### src/rtl/regFile.sv
// Integer register file.
// Two combinational read ports and one clocked write port. Entry 0 is
// hardwired to zero and the whole array clears on reset.

`timescale 1ns/100ps

module regFile #(
    parameter int ADDR_W = 5,
    parameter int DATA_W = 64
) (
    input  logic              clk,
    input  logic              rstN,
    input  logic [ADDR_W-1:0] raAddr,
    input  logic [ADDR_W-1:0] rbAddr,
    input  logic [ADDR_W-1:0] wAddr,
    input  logic [DATA_W-1:0] wData,
    input  logic              wen,
    output logic [DATA_W-1:0] raData,
    output logic [DATA_W-1:0] rbData
);

    localparam int DEPTH = 1 << ADDR_W;

    logic [DATA_W-1:0] regs [DEPTH];

    // Writes to x0 are dropped so entry 0 keeps its reset value.
    always_ff @(posedge clk or negedge rstN) begin
        if (!rstN) begin
            for (int i = 0; i < DEPTH; i++) begin
                regs[i] <= '0;
            end
        end else if (wen && (wAddr != '0)) begin
            regs[wAddr] <= wData;
        end
    end

    // Entry 0 is never written, so x0 reads as zero.
    assign raData = regs[raAddr];
    assign rbData = regs[rbAddr];

    // x0 storage stays zero across every write the stage commits.
    x0StaysZero: assert property (@(posedge clk) disable iff (!rstN) regs[0] == '0)
        else $error("register x0 holds a non-zero value");

endmodule

### config.mk
export PLATFORM = sky130hd
export DESIGN_NAME = regFile
export DESIGN_NICKNAME = d
export VERILOG_FILES = /design/src/rtl/regFile.sv
export SDC_FILE = /design/constraint.sdc
export NUM_CORES = 2
export LEC_CHECK = 0
export ABC_AREA = 0
export BUFFER_PORTS_ARGS = -buffer_cell sky130_fd_sc_hd__buf_4
export CORE_UTILIZATION = 69
export DETAILED_ROUTE_END_ITERATION = 10
export GPL_ROUTABILITY_DRIVEN = 0
export PLACE_DENSITY = 0.86
export SLEW_MARGIN = 20
export SYNTH_ARGS = -nofsm -noshare
export SYNTH_HDL_FRONTEND = slang
export SYNTH_SLANG_ARGS = --single-unit
### constraint.sdc
create_clock -name clk -period 6.05 [get_ports clk]
set_input_delay 1.21 -clock clk [delete_from_list [all_inputs] [get_ports clk]]
set_output_delay 1.21 -clock clk [all_outputs]
set_load 0.01 [all_outputs]
======== Yosys cells after proc, flatten, opt, wreduce, memory -nomap -nowiden ========
Index checks and enable logic that the tools add are counted.
storage, ports and cells
  word-level logic and storage cells ...... 51
  register bits after elaboration ......... 2048
cells by class
  magnitude comparators ................... 4
  reductions and logical operators ........ 3
  bitwise logic cells ..................... 3
  multiplexer cells ....................... 9
operators by type and width
  operator                                                    count
  bitwise mux 2048 bit                                        1
  binary-select mux 64 bit (select 5 bit)                     2
  demux 64 bit (select 5 bit)                                 1
  2-to-1 mux 64 bit                                           5
  >= comparator 6 bit, second input constant                  3
  NOT 5 -> 6 bit                                              3
  less-than comparator 6 x 1 -> 1 bit, second input constant  1
  nonzero test 5 bit                                          1
  logical AND 1 bit                                           2

======== Longest topological paths before layout ========
  word-level depth ........................ 6
  depth in mapped cells ................... 9
  gate-level depth less buffers ........... 4

======== Worst setup path after synthesis ========
No wires, ideal clock.
  path kind ............................... input to output
  start ................................... input raAddr[2]
  end ..................................... output raData[10]
  path slack .............................. 1.775 ns
  required time ........................... 4.840 ns
  stages on the path ...................... 6
  data arrival time ....................... 3.065 ns
  path through ............................ buf_2 -> clkbuf_1 -> buf_1 -> mux4_2 -> mux4_2 -> mux2_2
between the ends
  longest elaborated chain between the ends .. 4
ends and longest elaborated chain
  what                                                   line  source
  start: declaration                                     13    input logic [ADDR_W-1:0] raAddr,
  NOT 5 -> 6 bit (not written as such)                   38    assign raData = regs[raAddr];
  binary-select mux 64 bit (select 5 bit)                38
  2-to-1 mux 64 bit (not written as such) (2 in series)  38
  end: declaration                                       18    output logic [DATA_W-1:0] raData,
Every way passes these cells. The select of a mux whose other input is x is not followed.

======== Final worst setup path ========
  start ................................... input raAddr[0]
  end ..................................... output raData[0]
The elaborated chain is that of the path after synthesis.

==> summary.md <==
| Metric | Value |
|---|---|
| Yosys warning total | 0 |
| R2r setup slk | 5.20 ns |
| Worst-Margin Slew | 1.23 ns |
| CTS resizes | 0 |
| Avg Cell Area, Syn | 16.5 µm² |
| Leading post-synthesis cells by cell area | dfrtp_1 48%, mux4_2 24%, mux2_2 22% |
| Core ar. | 155,000 µm² |
| DRC | 32 |
| Crit-path max FO | 46 |
| Tmin final | 5.04 ns |
| Most frequent cell after synthesis | mux2_2 |
| Skew final | 0 ns |
| Synthesized flop and latch total | 2,048 |
| Vias in the first global route | 70,459 |
| WL final | 313 mm |
| Slew headroom | 18.1% |
| Cell leakage power | 0.0517 µW |
| Share of the synthesized area in the top cell type | 47.6% |
| FMAX | 199 MHz |
| CTS H-tree depth | 4 |
| Period utilization | 83.3% |
| Clk buf depth | 3 |
| RSZ-0062 raised after global routing | no |
| Post-route cell area | 119,000 µm² |
| Pre-CTS setup slack | 1.07 ns |
| Most instantiated cells after synthesis | 2,151 x mux2_2, 2,048 x dfrtp_1, 1,145 x mux4_2 |
| Post-synth EDFFs | 0 |
| Synthesis-to-layout area growth | 10.7% |
| Pwr/cell area | 344 nW/µm² |
| Status | finished, violations left |
| CP Launch Type | primary input |
| R2r worst-path depth | 1 |
| Synth unique cells | 30 |
| CP Capture Type | primary output |
| Rows | 144 |
| Clock Sinks | 2,048 |
| Clk pin slew, worst setup/hold paths | 0.06 ns |
| Initial antenna violation count | 21 |
| Regs by FF count | regs x2048 |
| Critical R2R Capture | regs[973] |
| Ratio of cells with drive above 1 in the final layout | 63.0% |
| # fillers | 8,357 |
| Largest net degree at the start of global routing | 145 |
| Die X | 397 µm |
| Worst hold path class | in -> async |
| R2r startpoint | regs[973] |
| Syn Nets | 6,594 |
| Pwr Total | 41,000 µW |
| CTS tree | done |
| Storage element area | 51,200 µm² |
| Hold buffer count at CTS | 0 |
| Async SR Flop Fraction | 100% |
| Vert. Die Dim | 397 µm |
| Setup Buffers After CTS | 0 |
| First-pass GRT wire length | 469 mm |
| DRT Pass-1 Iters | 9 |
| Mapped cell area | 108,000 µm² |
| WP data arrival | 3.83 ns |
| Die Area | 158,000 µm² |
| Category of the most critical setup path | in -> out |
| GR Overflow Total | 0 |
| Max FFs per register | 2,048 |
| Buffers on Ports | 209 |
| Worst vdd ir | 329 µV |
| Max-cap violation count | 0 |
| Post-Synthesis Cells | 6,512 |
| Biggest register | regs |
| Cts bufs inserted | 206 |
| Initial Utilization | 69.7% |
| Vias after detailed routing | 66,685 |
| CTS Root Buffer Type | clkbuf_16 |
| Post-synthesis sequential area ratio | 47.6% |
| Initial DRC Count | 7,745 |
| Total Routing Usage GR | 40.8% |
| Post-DP Area | 112,000 µm² |
| # IOs | 210 |
| Hold Violations, Final | 0 |
| Critical Path RT | 4.84 ns |
| Ys flop type | dfrtp_1 |
| Post-route setup slack | 1.01 ns |
| Dpl hpwl | 175 mm |
| Number of nets in the layout | 6,469 |
| Setup TNS | 0 ns |
| Drt wl/cell | 36.3 µm |
| Vias per cell | 7.74 |
| Routed Antenna Nets | 0 |
| Setup violators final | 0 |
| Failing checks | DRC |
| Multi-input logic area | 53,400 µm² |
| Worst-Skew Late Latency | 0.83 ns |
| Final Max Tran Viols | 0 |
| Cell taking the most area after synthesis | dfrtp_1 |
## layer usage
| layer | global-route usage (%) | part of all wire (%) |
|---|---|---|
| met4 | 18.1 | 4.9 |
| met2 | 61.4 | 47 |
| met1 | 56.7 | 37 |
| met5 | 0 | 0.060 |
| met3 | 11.0 | 11 |
## worst max-delay path by stage
stage                    from  cells past startpoint  slack (ns)    endpoint
floorplan           raAddr[2]                      6        1.77  raData[10]
global placement    raAddr[0]                      6        1.07  raData[24]
detailed placement  rbAddr[0]                      6        1.07  rbData[24]
CTS                 raAddr[0]                      7        1.02   raData[0]
global route        rbAddr[0]                      8        0.95  rbData[31]
finish              raAddr[0]                      7        1.01   raData[0]
## cells in the final DEF (no fill, tap or decap), types with 33 or more instances in the layout
master     instances
clkbuf_8          52
buf_4            344
mux2i_1          144
mux2_2          2151
clkinv_2          35
bufinv_16         33
mux4_2          1145
dfrtp_1         2048
a221oi_1          34
buf_12            84
clkbuf_16        215
o22ai_1           60
## area by class of cell
type | count | area share (%)
multi-input cells | 3690 | 44.8
flip-flops and latches | 2048 | 43.0
clock buffers | 294 | 5.19
repair buffers | 440 | 3.74
well taps | 2044 | 2.15
clock inverters | 86 | 1.10
diodes | 8 | 0.0168
inverters | 1 | 0.00525
## stage by stage
stage          cells  util (%)  hold slack [ns]
2_1_floorplan   6512         -            0.441
3_3_place_gp    8221      72.2            0.376
3_5_place_dp    8222      72.2            0.383
4_1_cts         8602      77.1            0.365
5_1_grt         8610      77.1            0.402
6_report        8611      77.1            0.334
## report_power, final
group          switching, µW  leakage (µW)  internal (µW)  total (µW)
sequential              2050        0.0263          16300       18400
combinational           3220        0.0218           5370        8590
clock                   5590       0.00369           8490       14100
total                  10900        0.0517          30200       41000
## logic make-up after synthesis
| family | Yosys count | synth area share [%] |
|---|---|---|
| buffers and inverters | 774 | 3.08 |
| and+or+nand+nor | 94 | 0.445 |
| muxes | 3440 | 47.8 |
| DFF | 2048 | 47.6 |
| AOI/OAI and AO/OA | 156 | 1.12 |
## worst max-delay path, cell delays in order
cell	delay [ns]
buf_8	0.48
buf_12	0.43
mux4_2	0.57
mux2i_1	0.24
o22ai_1	0.17
a221o_1	0.45
buf_4	0.20
No activity file was read; power rests on OpenSTA's default activity.
