$ cat config.mk
export PLATFORM = sky130hd
export DESIGN_NAME = nextAddr
export DESIGN_NICKNAME = d
export VERILOG_FILES = /design/src/rtl/exuPkg.sv /design/src/rtl/nextAddr.sv
export VERILOG_INCLUDE_DIRS = /design/src /design/src/rtl
export SDC_FILE = /design/constraint.sdc
export NUM_CORES = 1
export LEC_CHECK = 0
export BUFFER_PORTS_ARGS = -buffer_cell sky130_fd_sc_hd__buf_2
export CORE_AREA = 4 4 109 111
export DETAILED_ROUTE_END_ITERATION = 12
export DIE_AREA = 0 0 113 115
export PLACE_DENSITY = 0.91
export SLEW_MARGIN = 25
export SYNTH_ARGS = -nofsm -noshare
export SYNTH_HDL_FRONTEND = slang
export SYNTH_SLANG_ARGS = --single-unit
export TNS_END_PERCENT = 1
$ cat constraint.sdc
create_clock -name vclk -period 6.7
set_clock_uncertainty 0.2 [all_clocks]
set_input_delay 1.34 -clock vclk [all_inputs]
set_output_delay 1.34 -clock vclk [all_outputs]
set_load 0.05 [all_outputs]
$ cat src/rtl/exuCfg.svh
// Execute stage configuration.
// Data path width, register address width and data memory depth shared
// by the RV64IM execute stage and its testbench.

`ifndef EXU_CFG_SVH
`define EXU_CFG_SVH

// Integer register and data path width.
`define EXU_XLEN 64

// Register address width for a 32-entry register file.
`define EXU_REG_AW 5

// Data memory depth in 64-bit words (4 KiB).
`define EXU_DMEM_WORDS 512

`endif

$ cat src/rtl/exuPkg.sv
// Execute stage types.
// Opcode enums and the decoded control struct that the decoder hands
// to the RV64IM execute stage each cycle.

`include "exuCfg.svh"

package exuPkg;

    // One code per ALU operation, multiply and divide included.
    typedef enum logic [4:0] {
        aluAdd, aluSub, aluSll, aluSlt, aluSltu, aluXor, aluSrl, aluSra,
        aluOr, aluAnd, aluPassB,
        aluAddw, aluSubw, aluSllw, aluSrlw, aluSraw,
        aluMul, aluMulh, aluMulhsu, aluMulhu, aluDiv, aluDivu, aluRem, aluRemu,
        aluMulw, aluDivw, aluDivuw, aluRemw, aluRemuw
    } aluOpE;

    // Next-address mode.
    typedef enum logic [2:0] {
        brNone           = 3'b000,
        brJal            = 3'b001,
        brJalr           = 3'b010,
        brTakenIfZero    = 3'b100,
        brTakenIfNonZero = 3'b101,
        brTakenIfLess    = 3'b110,
        brTakenIfNotLess = 3'b111
    } branchE;

    // Access size and extension, laid out like the load funct3 field.
    typedef enum logic [2:0] {
        memByte  = 3'b000,
        memHalf  = 3'b001,
        memWord  = 3'b010,
        memDword = 3'b011,
        memByteU = 3'b100,
        memHalfU = 3'b101,
        memWordU = 3'b110
    } memOpE;

    // ALU operand B source.
    typedef enum logic [1:0] {
        srcBRs2  = 2'b00,
        srcBImm  = 2'b01,
        srcBFour = 2'b10
    } srcBE;

    // Decoded control for one instruction.
    typedef struct packed {
        logic [`EXU_REG_AW-1:0] rd;
        logic [`EXU_REG_AW-1:0] rs1;
        logic [`EXU_REG_AW-1:0] rs2;
        logic                   regWen;
        logic                   srcAIsRs1;
        srcBE                   srcB;
        logic                   memToReg;
        logic                   memWen;
        aluOpE                  aluOp;
        branchE                 branch;
        memOpE                  memOp;
    } exuCtrlS;

endpackage

$ cat src/rtl/nextAddr.sv
// Next-address unit.
// Resolves branches and jumps from the ALU flags and picks the base and
// offset of the next pc: pc+4, pc+imm or rs1+imm, with bit 0 cleared.

`timescale 1ns/100ps

`include "exuCfg.svh"

module nextAddr (
    input  logic                 zero,
    input  logic                 resLsb,
    input  exuPkg::branchE       branch,
    input  logic [`EXU_XLEN-1:0] pc,
    input  logic [`EXU_XLEN-1:0] imm,
    input  logic [`EXU_XLEN-1:0] busA,
    output logic [`EXU_XLEN-1:0] dnpc
);

    localparam int XLEN = `EXU_XLEN;

    logic            baseIsBusA;
    logic            offsetIsImm;
    logic [XLEN-1:0] sum;

    // Base pc or rs1, offset four or imm.
    always_comb begin
        baseIsBusA  = 1'b0;
        offsetIsImm = 1'b0;
        case (branch)
            exuPkg::brJal:            offsetIsImm = 1'b1;
            exuPkg::brJalr: begin
                baseIsBusA  = 1'b1;
                offsetIsImm = 1'b1;
            end
            exuPkg::brTakenIfZero:    offsetIsImm = zero;
            exuPkg::brTakenIfNonZero: offsetIsImm = ~zero;
            exuPkg::brTakenIfLess:    offsetIsImm = resLsb;
            exuPkg::brTakenIfNotLess: offsetIsImm = zero | ~resLsb;
            default:                  offsetIsImm = 1'b0;
        endcase
    end

    // jalr targets with an odd sum still come out even.
    assign sum  = (baseIsBusA ? busA : pc) + (offsetIsImm ? imm : XLEN'(4));
    assign dnpc = {sum[XLEN-1:1], 1'b0};

endmodule

Word level (Yosys, flattened, before mapping)
Cells that the tools add are included.
Widths: inputs -> output; s select.
Cells by class
  add/subtract/negate cells: 1
  equality and inequality tests: 6
  muxes and demuxes: 4
  bitwise gates (word level): 3
  reduce and logical (&&, ||, !) cells: 1
Operators with widths (count)
  $mux 64: 2
  $add 64x64->64: 1
  $eq 3x3->1 const B: 4
  $pmux 1 s5: 1
  $eq 3x1->1 const B: 1
  $eq 3x2->1 const B: 1
  $not 1->1: 2
  $reduce_or 2->1: 1
  $mux 1: 1
  $or 1x1->1: 1
Storage, ports and cells
  register bits after elaboration: 0
  input port bits: 197
  word-level logic and storage cells: 15

Depth between registers and ports, before layout
Gate-level depths: netlist (run 1).
  depth in word-level cells: 5
  depth in mapped cells: 16
  mapped depth without buffers: 14

Worst setup path before layout (run 1)
Ideal clock, no wire load.
  kind: input-to-output
  start point: in branch[2]
  end point: out dnpc[55]
  data arrival time: 5234 ps
  path slack: -74 ps
  stages on the path: 15
  buffers on the path: 3
  cell sequence: nor3b_2 -> buf_6 -> clkbuf_1 -> mux2_2 -> ha_1 -> buf_2 -> a21oi_2 -> o21ai_1 -> a2111oi_0 -> o22ai_1 -> a21oi_2 -> nor2_1 -> a311oi_4 -> o21bai_1 -> xnor2_1
On the way
  cells in the longest elaborated chain, start to end: 5
RTL lines
  start, declared: line nextAddr.sv:12  | input exuPkg::branchE branch,
  $eq 3x2->1 / $eq 3x1->1 (equally long branches): line nextAddr.sv:29  | case (branch)
  $reduce_or 2->1 (no line)
  $pmux 1 s5: line nextAddr.sv:29
  $mux 64: line nextAddr.sv:44  | assign sum = (baseIsBusA ? busA : pc) + (offsetIsImm ? imm : XLEN'(4));
  $add 64x64->64 *: line nextAddr.sv:44
  end, declared: line nextAddr.sv:16  | output logic [`EXU_XLEN-1:0] dnpc
Every way passes the cells marked *; elsewhere a longest branch is shown, timed or not.

Worst setup path in the final report (run 1)
  start point: in branch[2]
  end point: out dnpc[35]
The elaborated chain is that of the path after synthesis.

==> key figures, run 1 <==
Yosys
  – Synth area leaders: ha_1 (15%), mux2_2 (13%), and3_1 (7.8%)
  – Register area share after synthesis: 0%
  – Leading area contributor after synthesis: ha_1
  – Library cells used by synthesis: between 70 and 80
  – Synth Cell Area: approximately 5400 µm²
  – Gate Count Post-Synth: between 700 and 800
  – Synth top area share: around 15%
  – Syn avg cell area: 7.059 µm²
  – Yosys warns: 0
  – Synth Net Count: approximately 1000

Run
  – Max-cap violations: 0

Finish
  – Commonest non-fill, non-tap cells in the layout: buf_2 (252), and3_1 (67), a21oi_1 (64), nand2_1 (63), mux2_2 (62)
  – Layout net count: between 1000 and 1500
  – Storage cell area: 0 µm²
  – Ant diodes: 0
  – FF+latch count: 0
  – Clk_buf instances: 0
  – Final instance area: ~7300 µm²
  – Share of layout cells above drive strength 1: between 40% and 50%
  – Final core utilization: approximately 68%
  – Final Instance Count excl. Fillers: around 1200
  – Layout Area Growth over Synthesis: 36.15%
  – Most common cell after layout, fill and taps aside: buf_2

Route
  – Routed wire per std cell: 17.34 µm
  – Vias: slightly above 7000
  – Via-to-Cell Ratio: 6.007
  – Routed Antenna Nets: 0
  – Total wire length: slightly above 20 mm
  – DRT Pass-1 Iters: 5
  – DRC viols: 0
  – Starting DRC count in detailed routing: between 500 and 600

Global route
  – Met3 Use GR: between 3 and 4%
  – Vias in the first global route: just under 7000
  – Largest net degree at the start of global routing: 34
  – First-pass GRT wire length: about 31 mm
  – GRT Total Usage: between 20 and 30%
  – Initial antenna violation count: 1
  – GR Util met2: between 50% and 60%
  – Met1 Use GR: between 30% and 40%
  – Grt ovf: 0
  – GRT busiest layer: met2

Die
  – Die ar.: approximately 13000 µm²
  – Core area: ~11000 µm²
  – # IOs: between 200 and 300
  – Initial Util: slightly below 50%
  – Die Wd: 113 µm
  – Die Height: about 120 µm
  – Number of core rows: 38

Timing
  – Setup TNS Final: 0 ps
  – Max Slew Vio Count: 0
  – Fmax achieved: around 150 MHz
  – Tmin final: around 6600 ps
  – Worst-Margin Slew: about 610 ps
  – Final setup violation count: 0
  – Hold slack: a little over 3000 ps
  – Setup ws final: approximately 130 ps
  – Period utilization: 98.03%
  – Unrepaired setup endpoints after global routing: true
  – Final hold violation count: 0
  – Max-Slew Margin vs Limit: between 50% and 60%

Power and ir drop
  – Tot Pwr: between 1 and 1.5 mW
  – VDD IR-drop max: ~0.13 mV
  – Lkg Pwr: between 3 and 4 nW
  – Cell area power density: 198.3 nW/µm²

Worst setup path
  – Crit path largest cell delay: roughly 420 ps
  – Worst Path Arrival: roughly 5000 ps
  – Crit end category: output port
  – Critical-path cell list: buf_2 -> nor3b_4 -> buf_4 -> buf_4 -> mux2_2 -> ha_1 -> and4_1 -> o21ai_0 -> a2111oi_1 -> o31a_1 -> a21oi_2 -> o21ai_1 -> nand2_1 -> and2_0 -> a311o_1 -> buf_2
  – Kind of critical path: in2out
  – Startpoint types: input pin
  – Worst path slowest cell: ha_1
  – CP Max Fanout: 12
  – Crit path required time: approximately 5200 ps

Worst hold path
  – Hold wc startpoint: imm[63]
  – Worst hold-check path type: in2out
  – Hold EP: dnpc[63]
  – Hold-critical path depth: 5

Place
  – Placed cell area: 7093 µm²
  – Number of port buffers: between 200 and 300
  – Pre-CTS setup slack: approximately 47 ps
  – Cells after DPL: approximately 1200
  – Post-DP HPWL: between 15 and 20 mm
  – Gp weighted congestion: around 0.98

Status
  – Outcome: complete, no violations

Clock tree
  – # hold bufs at CTS: 0
==> worst max-delay path: cells and delay by family <==
kind	cells	cell delay [ps]
AOI/OAI and AO/OA	6	1400
buffers and inverters	4	790
and+or+nand+nor	4	720
adders and majority gates	1	420
muxes	1	340
==> synth_stat cells, types with 6 or more instances <==
cell type and n:
a21o_1 42, a21oi_1 66, a221oi_1 6, a31oi_1 6
and3_1 67, clkbuf_1 44, ha_1 63, inv_1 22
mux2_2 62, nand2_1 63, nand2b_1 6, nand3_1 18
nand4_1 20, nor2_1 37, nor2b_1 6, nor3_1 11
o211ai_1 6, o21a_1 11, o21ai_0 26, o21ai_1 10
o21bai_1 15, xnor2_1 39, xor2_1 20
==> timing repair <==
action / in CTS / in global routing
gates resized for setup: 0 / 30
buffers inserted: 0 / 7
endpoints found under the setup margin: 0 / 26
==> worst max-delay path by stage <==
stage	start	end	slack, ps	cells after the start
after floorplan	branch[2]	dnpc[54]	-30	14
after global placement	branch[1]	dnpc[60]	110	16
after detailed placement	branch[1]	dnpc[60]	50	16
after CTS	branch[1]	dnpc[60]	30	16
after global routing	branch[2]	dnpc[55]	-80	16
final	branch[2]	dnpc[35]	130	16
==> cells by family after synthesis <==
family / share of synthesized area [%]
compound gates: 30.34
xor+xnor: 9.632
fa+ha+maj: 15.07
buf+inv: 5.620
mux: 13.67
other cells: 0.06990
simple gates: 25.61
==> routing by layer <==
metal  routed length (µm)  vias to the layer above
met1                 7951                     3176
met4                  609                        2
li1                     -                     3395
met3                 1853                       61
met2                 9900                      406
met5                   13                        -
==> report_power, final <==
part | leakage [nW] | switching, mW | internal, mW | total, mW
registers | 0 | 0 | 0 | 0
logic | 3.84 | 0.966 | 0.483 | 1.45
clock network | 0 | 0 | 0 | 0
total | 3.84 | 0.966 | 0.483 | 1.45
==> final cells by class <==
type / instances / area, µm²
Timing Repair Buffer: 324 / 1831
Tap cell: 140 / 175.2
Fill cell: 935 / 3488
Inverter: 22 / 82.58
Multi-Input combinational cell: 686 / 5216
(Power assumes the default switching activity.)
==> inputs of run 2 (changes only) <==
- ABC_AREA: unset -> 1
- CORE_AREA: 4 4 109 111 -> 4 4 113 115
- DIE_AREA: 0 0 113 115 -> 0 0 117 119
- PLACE_DENSITY: 0.91 -> 0.9
==> run 2 against run 1 <==
Compared with the run above:
- global-route usage up 0.97 points
- count of clock-buffer cells in the layout did not move
- highest routed layer unchanged
- power shrank 15%
- via count increased by 18%
- synthesized cell count grew 56%
- first-iteration DRC count up 61%
- critical path depth is 3 higher
- synthesized area rose by 9.1%
- sequential cell count unchanged
==> key figures, run 2 <==
Finish
  – Share of layout cells above drive strength 1: between 20 and 25%
  – Ant diodes: 0
  – Commonest non-fill, non-tap cells in the layout: nand2_1 (385), buf_2 (254), inv_1 (194), nor2_1 (185), a21oi_1 (85)
  – FF+latch count: 0
  – Clk_buf instances: 0
  – Layout Area Growth over Synthesis: 26.30%
  – Storage cell area: 0 µm²
  – Most common cell after layout, fill and taps aside: nand2_1
  – Fill cell count: 1214
  – Layout net count: 1694

Worst setup path
  – CP Buf/Inv Count: 5
  – CP Max Fanout: a little over 50
  – Worst path slowest cell: o21ai_0
  – Worst Path Arrival: about 4600 ps
  – Startpoint types: input pin
  – Crit path largest cell delay: ~400 ps
  – Kind of critical path: in2out
  – Setup crit start: branch[1]
  – Crit path max-delay family: compound AO/OA/AOI/OAI gates
  – Crit end category: output port
  – Critical-path cell list: buf_2 -> inv_1 -> nand2_1 -> a21oi_1 -> nor2_1 -> nand2_2 -> inv_2 -> buf_12 -> nor2_1 -> ha_1 -> nand2_1 -> o21ai_0 -> a21oi_1 -> o21ai_0 -> nand2_1 -> nand3_1 -> a21oi_1 -> xnor2_1 -> buf_2
  – Crit path required time: ~5200 ps

Global route
  – GRT Total Usage: between 20 and 30%
  – Largest net degree at the start of global routing: 63
  – Vias in the first global route: about 7700
  – Initial antenna violation count: 1
  – Grt ovf: 0
  – First-pass GRT wire length: 34.14 mm

Timing
  – Setup TNS Final: 0 ps
  – Max Slew Vio Count: 0
  – Final hold violation count: 0
  – Unrepaired setup endpoints after global routing: false
  – Fmax achieved: about 160 MHz
  – Tmin final: 6130 ps
  – Max-Slew Margin vs Limit: 58.87%
  – Setup ws final: between 500 and 600 ps
  – Final setup violation count: 0
  – Worst-Margin Slew: ~620 ps
  – Period utilization: roughly nine tenths

Power and ir drop
  – Clk pwr share: 0%
  – Switching power: 878.1 µW
  – Cell area power density: 166.1 nW/µm²
  – VDD IR-drop max: 0.1466 mV
  – Tot Pwr: 1.228 mW
  – Combinational group share of total power: 100.0%
  – Seq pwr share: 0%
  – P_int: about 350 µW
  – Sw Ratio: between 70% and 80%
  – Lkg Pwr: 4.412 nW

Yosys
  – Syn avg cell area: just under 5 µm²
  – Library cells used by synthesis: 39
  – Synth Cell Area: approximately 5900 µm²
  – Synth top area share: 24.70%
  – Synth Net Count: about 1400
  – Gate Count Post-Synth: 1186
  – Synth area leaders: nand2_1 (25%), ha_1 (13%), inv_1 (12%)
  – Most numerous cell in the Yosys netlist: nand2_1
  – Yosys warns: 0
  – Leading area contributor after synthesis: nand2_1
  – Post-synth top cells: nand2_1 (385), inv_1 (194), nor2_1 (185)
  – Register area share after synthesis: 0%

Clock tree
  – # hold bufs at CTS: 0
  – Post-CTS sizing: 0
  – Post-CTS setup buffer count: 0

Worst hold path
  – Hold wc startpoint: pc[63]
  – Hold EP: dnpc[63]
  – Worst hold-check path type: in2out
  – Hold-critical path depth: 6

Place
  – Number of port buffers: 260
  – Pre-CTS setup slack: about 710 ps
  – Post-DP HPWL: approximately 19 mm
  – Gp weighted congestion: about 1.2

Route
  – Via-to-Cell Ratio: ~5.3
  – DRT Pass-1 Iters: 7
  – Routed Antenna Nets: 0
  – Total wire length: approximately 22 mm
  – DRC viols: 0
  – Routed wire per std cell: approximately 14 µm
  – Vias: roughly 8300
  – Starting DRC count in detailed routing: just over 800

Die
  – Die Wd: between 100 and 150 µm
  – Die ar.: approximately 14000 µm²
  – Initial Util: 49.54%
  – Core area: 11810 µm²
  – # IOs: ~260
  – Die Height: around 120 µm
  – Number of core rows: 40

Status
  – Outcome: complete, no violations

Run
  – Max-cap violations: 0
## run 2: cell count changes after synthesis, sizes merged, moves of 16 or more
cell    delta
clkbuf    -29
and3      -65
a21o      -31
xnor2     -27
a21oi     +16
inv      +175
xor2      +17
mux2      -63
nand3     +24
nand2    +332
nor2     +150
## run 2: cell families after synthesis
kind of cell    after synthesis  share of synthesized area, %
simple gates                657                         44.99
mux                           1                        0.1711
fa+ha+maj                    64                         13.81
other cells                   1                       0.06408
xor+xnor                     49                         7.334
buf+inv                     217                         14.11
compound gates              197                         19.52
## run 2: worst max path at each step
stage	endpoint	depth (start not counted)	slack, ps
floorplan	dnpc[38]	20	860
global placement	dnpc[58]	17	760
detailed placement	dnpc[58]	17	710
CTS	dnpc[58]	19	700
global route	dnpc[58]	19	280
finish	dnpc[58]	19	570
## run 2: power by group through the flow
stage          registers (mW)  clock network (mW)  logic (mW)
2_1_floorplan               0                   0       0.868
3_3_place_gp                0                   0        1.19
3_5_place_dp                0                   0        1.20
4_1_cts                     0                   0        1.21
5_1_grt                     0                   0        1.31
6_report                    0                   0        1.23
## run 2: per-stage QoR
step | hold slack (ps) | util, % | cell area, µm² | cells
after floorplan | 2950 | - | 5852 | 1186
after global placement | 3079 | 62.57 | 7391 | 1578
after detailed placement | 3086 | 62.57 | 7391 | 1578
after CTS | 3090 | 62.57 | 7391 | 1578
after global routing | 3127 | 62.57 | 7391 | 1578
final | 3081 | 62.57 | 7391 | 1578
## run 2: layout make-up
cell class | instances | area (µm²) | area share (%)
Timing Repair Buffer | 265 | 1441 | 19.50
Tap cell | 147 | 183.9 | 2.489
Multi-Input combinational cell | 969 | 5026 | 68.00
Inverter | 197 | 739.5 | 10.01
## run 2: tightest hold or removal path, stage by stage
cell,delay (ps)
buf_2,70
mux2i_1,80
xnor2_1,140
nand2_1,60
nand2_1,40
buf_2,200
## run 2: layer usage
metal,track usage (%),share of wire [%],vias to the layer above
li1,-,-,4237
met1,37.79,40,3587
met2,48.90,45,459
met3,5.996,12,55
met4,7.384,2.7,2
met5,0,0.037,-
==> inputs of run 3 (changes only) <==
- CORE_AREA: 4 4 113 115 -> 4 4 116 118
- DIE_AREA: 0 0 117 119 -> 0 0 120 122
- GPL_TIMING_DRIVEN: unset -> 0
- PLACE_DENSITY: 0.9 -> 0.86
==> run 3 against run 2 <==
Compared with the run above:
- combinational power fell by 3%
- sequential cell count did not move
- sequential share of layout area did not move
- die area rose by 5.1%
- global-route usage fell by 0.47 points
- non-clock buffer count rose by 15
- worst hold slack got worse by 55 ps
- first-iteration DRC count fell by 27%
- critical path depth did not move
- count of clock-buffer cells in the layout did not move
==> key figures, run 3 (synthesis gave the netlist of run 2 again) <==
Timing
  – Period utilization: a little over nine tenths
  – Fmax achieved: roughly 150 MHz
  – Max Slew Vio Count: 0
  – Worst-Margin Slew: ~500 ps
  – Unrepaired setup endpoints after global routing: true
  – Hold slack: 3026 ps
  – Setup TNS Final: 0 ps
  – Final setup violation count: 0
  – Tmin final: around 6500 ps
  – Final hold violation count: 0
  – Max-Slew Margin vs Limit: about two thirds

Worst setup path
  – Worst Path Arrival: approximately 5000 ps
  – Crit path largest cell delay: around 480 ps
  – Crit path max-delay family: simple AND/OR/NAND/NOR gates
  – CP Buf/Inv Count: 7
  – Critical-path cell list: buf_2 -> inv_2 -> nand3_2 -> inv_2 -> nor2_1 -> nand2_2 -> inv_2 -> clkbuf_1 -> nor2_1 -> ha_1 -> nand2_1 -> nor2_1 -> inv_1 -> nor4_1 -> nand3b_1 -> nand3_1 -> a21oi_1 -> xnor2_1 -> buf_2
  – Crit path required time: 5160 ps
  – Worst path slowest cell: ha_1
  – Crit end category: output port
  – Startpoint types: input pin
  – Kind of critical path: in2out
  – CP Max Fanout: 10

Clock tree
  – # hold bufs at CTS: 0

Finish
  – Final instance area: about 7400 µm²
  – Final core utilization: just under 60%
  – Layout net count: between 1500 and 2000
  – Commonest non-fill, non-tap cells in the layout: nand2_1 (385), buf_2 (260), inv_1 (194), nor2_1 (185), a21oi_1 (85)
  – FF+latch count: 0
  – Most common cell after layout, fill and taps aside: nand2_1
  – Layout Area Growth over Synthesis: 25.98%
  – Final Instance Count excl. Fillers: about 1600
  – Share of layout cells above drive strength 1: 20.12%
  – Clk_buf instances: 0
  – Fill cell count: about 1400
  – Storage cell area: 0 µm²
  – Ant diodes: 0

Route
  – Routed Antenna Nets: 0
  – Starting DRC count in detailed routing: slightly above 600
  – Routed wire per std cell: approximately 14 µm
  – Via-to-Cell Ratio: approximately 5.1
  – Total wire length: approximately 23 mm
  – DRT Pass-1 Iters: 5
  – DRC viols: 0
  – Vias: between 8000 and 9000

Power and ir drop
  – Lkg Pwr: between 4 and 5 nW
  – Cell area power density: 161.7 nW/µm²
  – VDD IR-drop max: around 0.12 mV

Global route
  – Vias in the first global route: between 7000 and 8000
  – GRT Total Usage: between 20% and 30%
  – Met3 Use GR: 3.203%
  – GR Util met2: 48.33%
  – Grt ovf: 0
  – First-pass GRT wire length: 34.69 mm
  – Met1 Use GR: 40.27%
  – GRT busiest layer: met2
  – Initial antenna violation count: 0
  – Largest net degree at the start of global routing: 11

Die
  – Die Height: approximately 120 µm
  – Core area: 12470 µm²
  – Number of core rows: 41
  – Die Wd: approximately 120 µm
  – Die ar.: between 10000 and 15000 µm²
  – Initial Util: between 40% and 50%
  – # IOs: roughly 260

Worst hold path
  – Worst hold-check path type: in2out

Place
  – Gp weighted congestion: 1.042
  – Placed cell area: 7368 µm²
  – Number of port buffers: 260
  – Post-DP HPWL: between 20 and 25 mm
  – Cells after DPL: between 1500 and 2000

Status
  – Outcome: complete, no violations

Run
  – Max-cap violations: 0
## run 3: layer usage
| metal | routed length, µm | up-vias |
|---|---|---|
| li1 | - | 4263 |
| met1 | 10360 | 3666 |
| met2 | 10080 | 324 |
| met3 | 1871 | 26 |
| met4 | 365 | 0 |
| met5 | 0 | - |
## run 3: repair_timing
action,CTS,global route
setup buffers,0,0
endpoints found under the setup margin,0,11
gates resized for setup,0,7
## run 3: area by class of cell
cell class	count	area (µm²)	area share (%)
inverters	197	739.5	10.03
well taps	172	215.2	2.919
plain buffers	20	90.09	1.222
multi-input cells	969	5026	68.18
repair buffers	260	1301	17.65
## run 3: final timing paths
| check | endpoint | startpoint | cells after the start | slack (ps) |
|---|---|---|---|---|
| min | dnpc[63] | imm[63] | 6 | 3030 |
| max | dnpc[58] | branch[0] | 19 | 210 |
## run 3: per-stage QoR
step	power [mW]	worst slack [ps]
finish	1.192	214.5
global route	1.280	-14.15
CTS	1.183	167.6
detailed placement	1.178	176.0
global placement	1.173	181.5
floorplan	0.8678	858.4
## run 3: report_power, final
group / internal [mW] / switching [mW]
Sequential: 0 / 0
Clock: 0 / 0
Combinational: 0.323 / 0.870
Total: 0.323 / 0.870
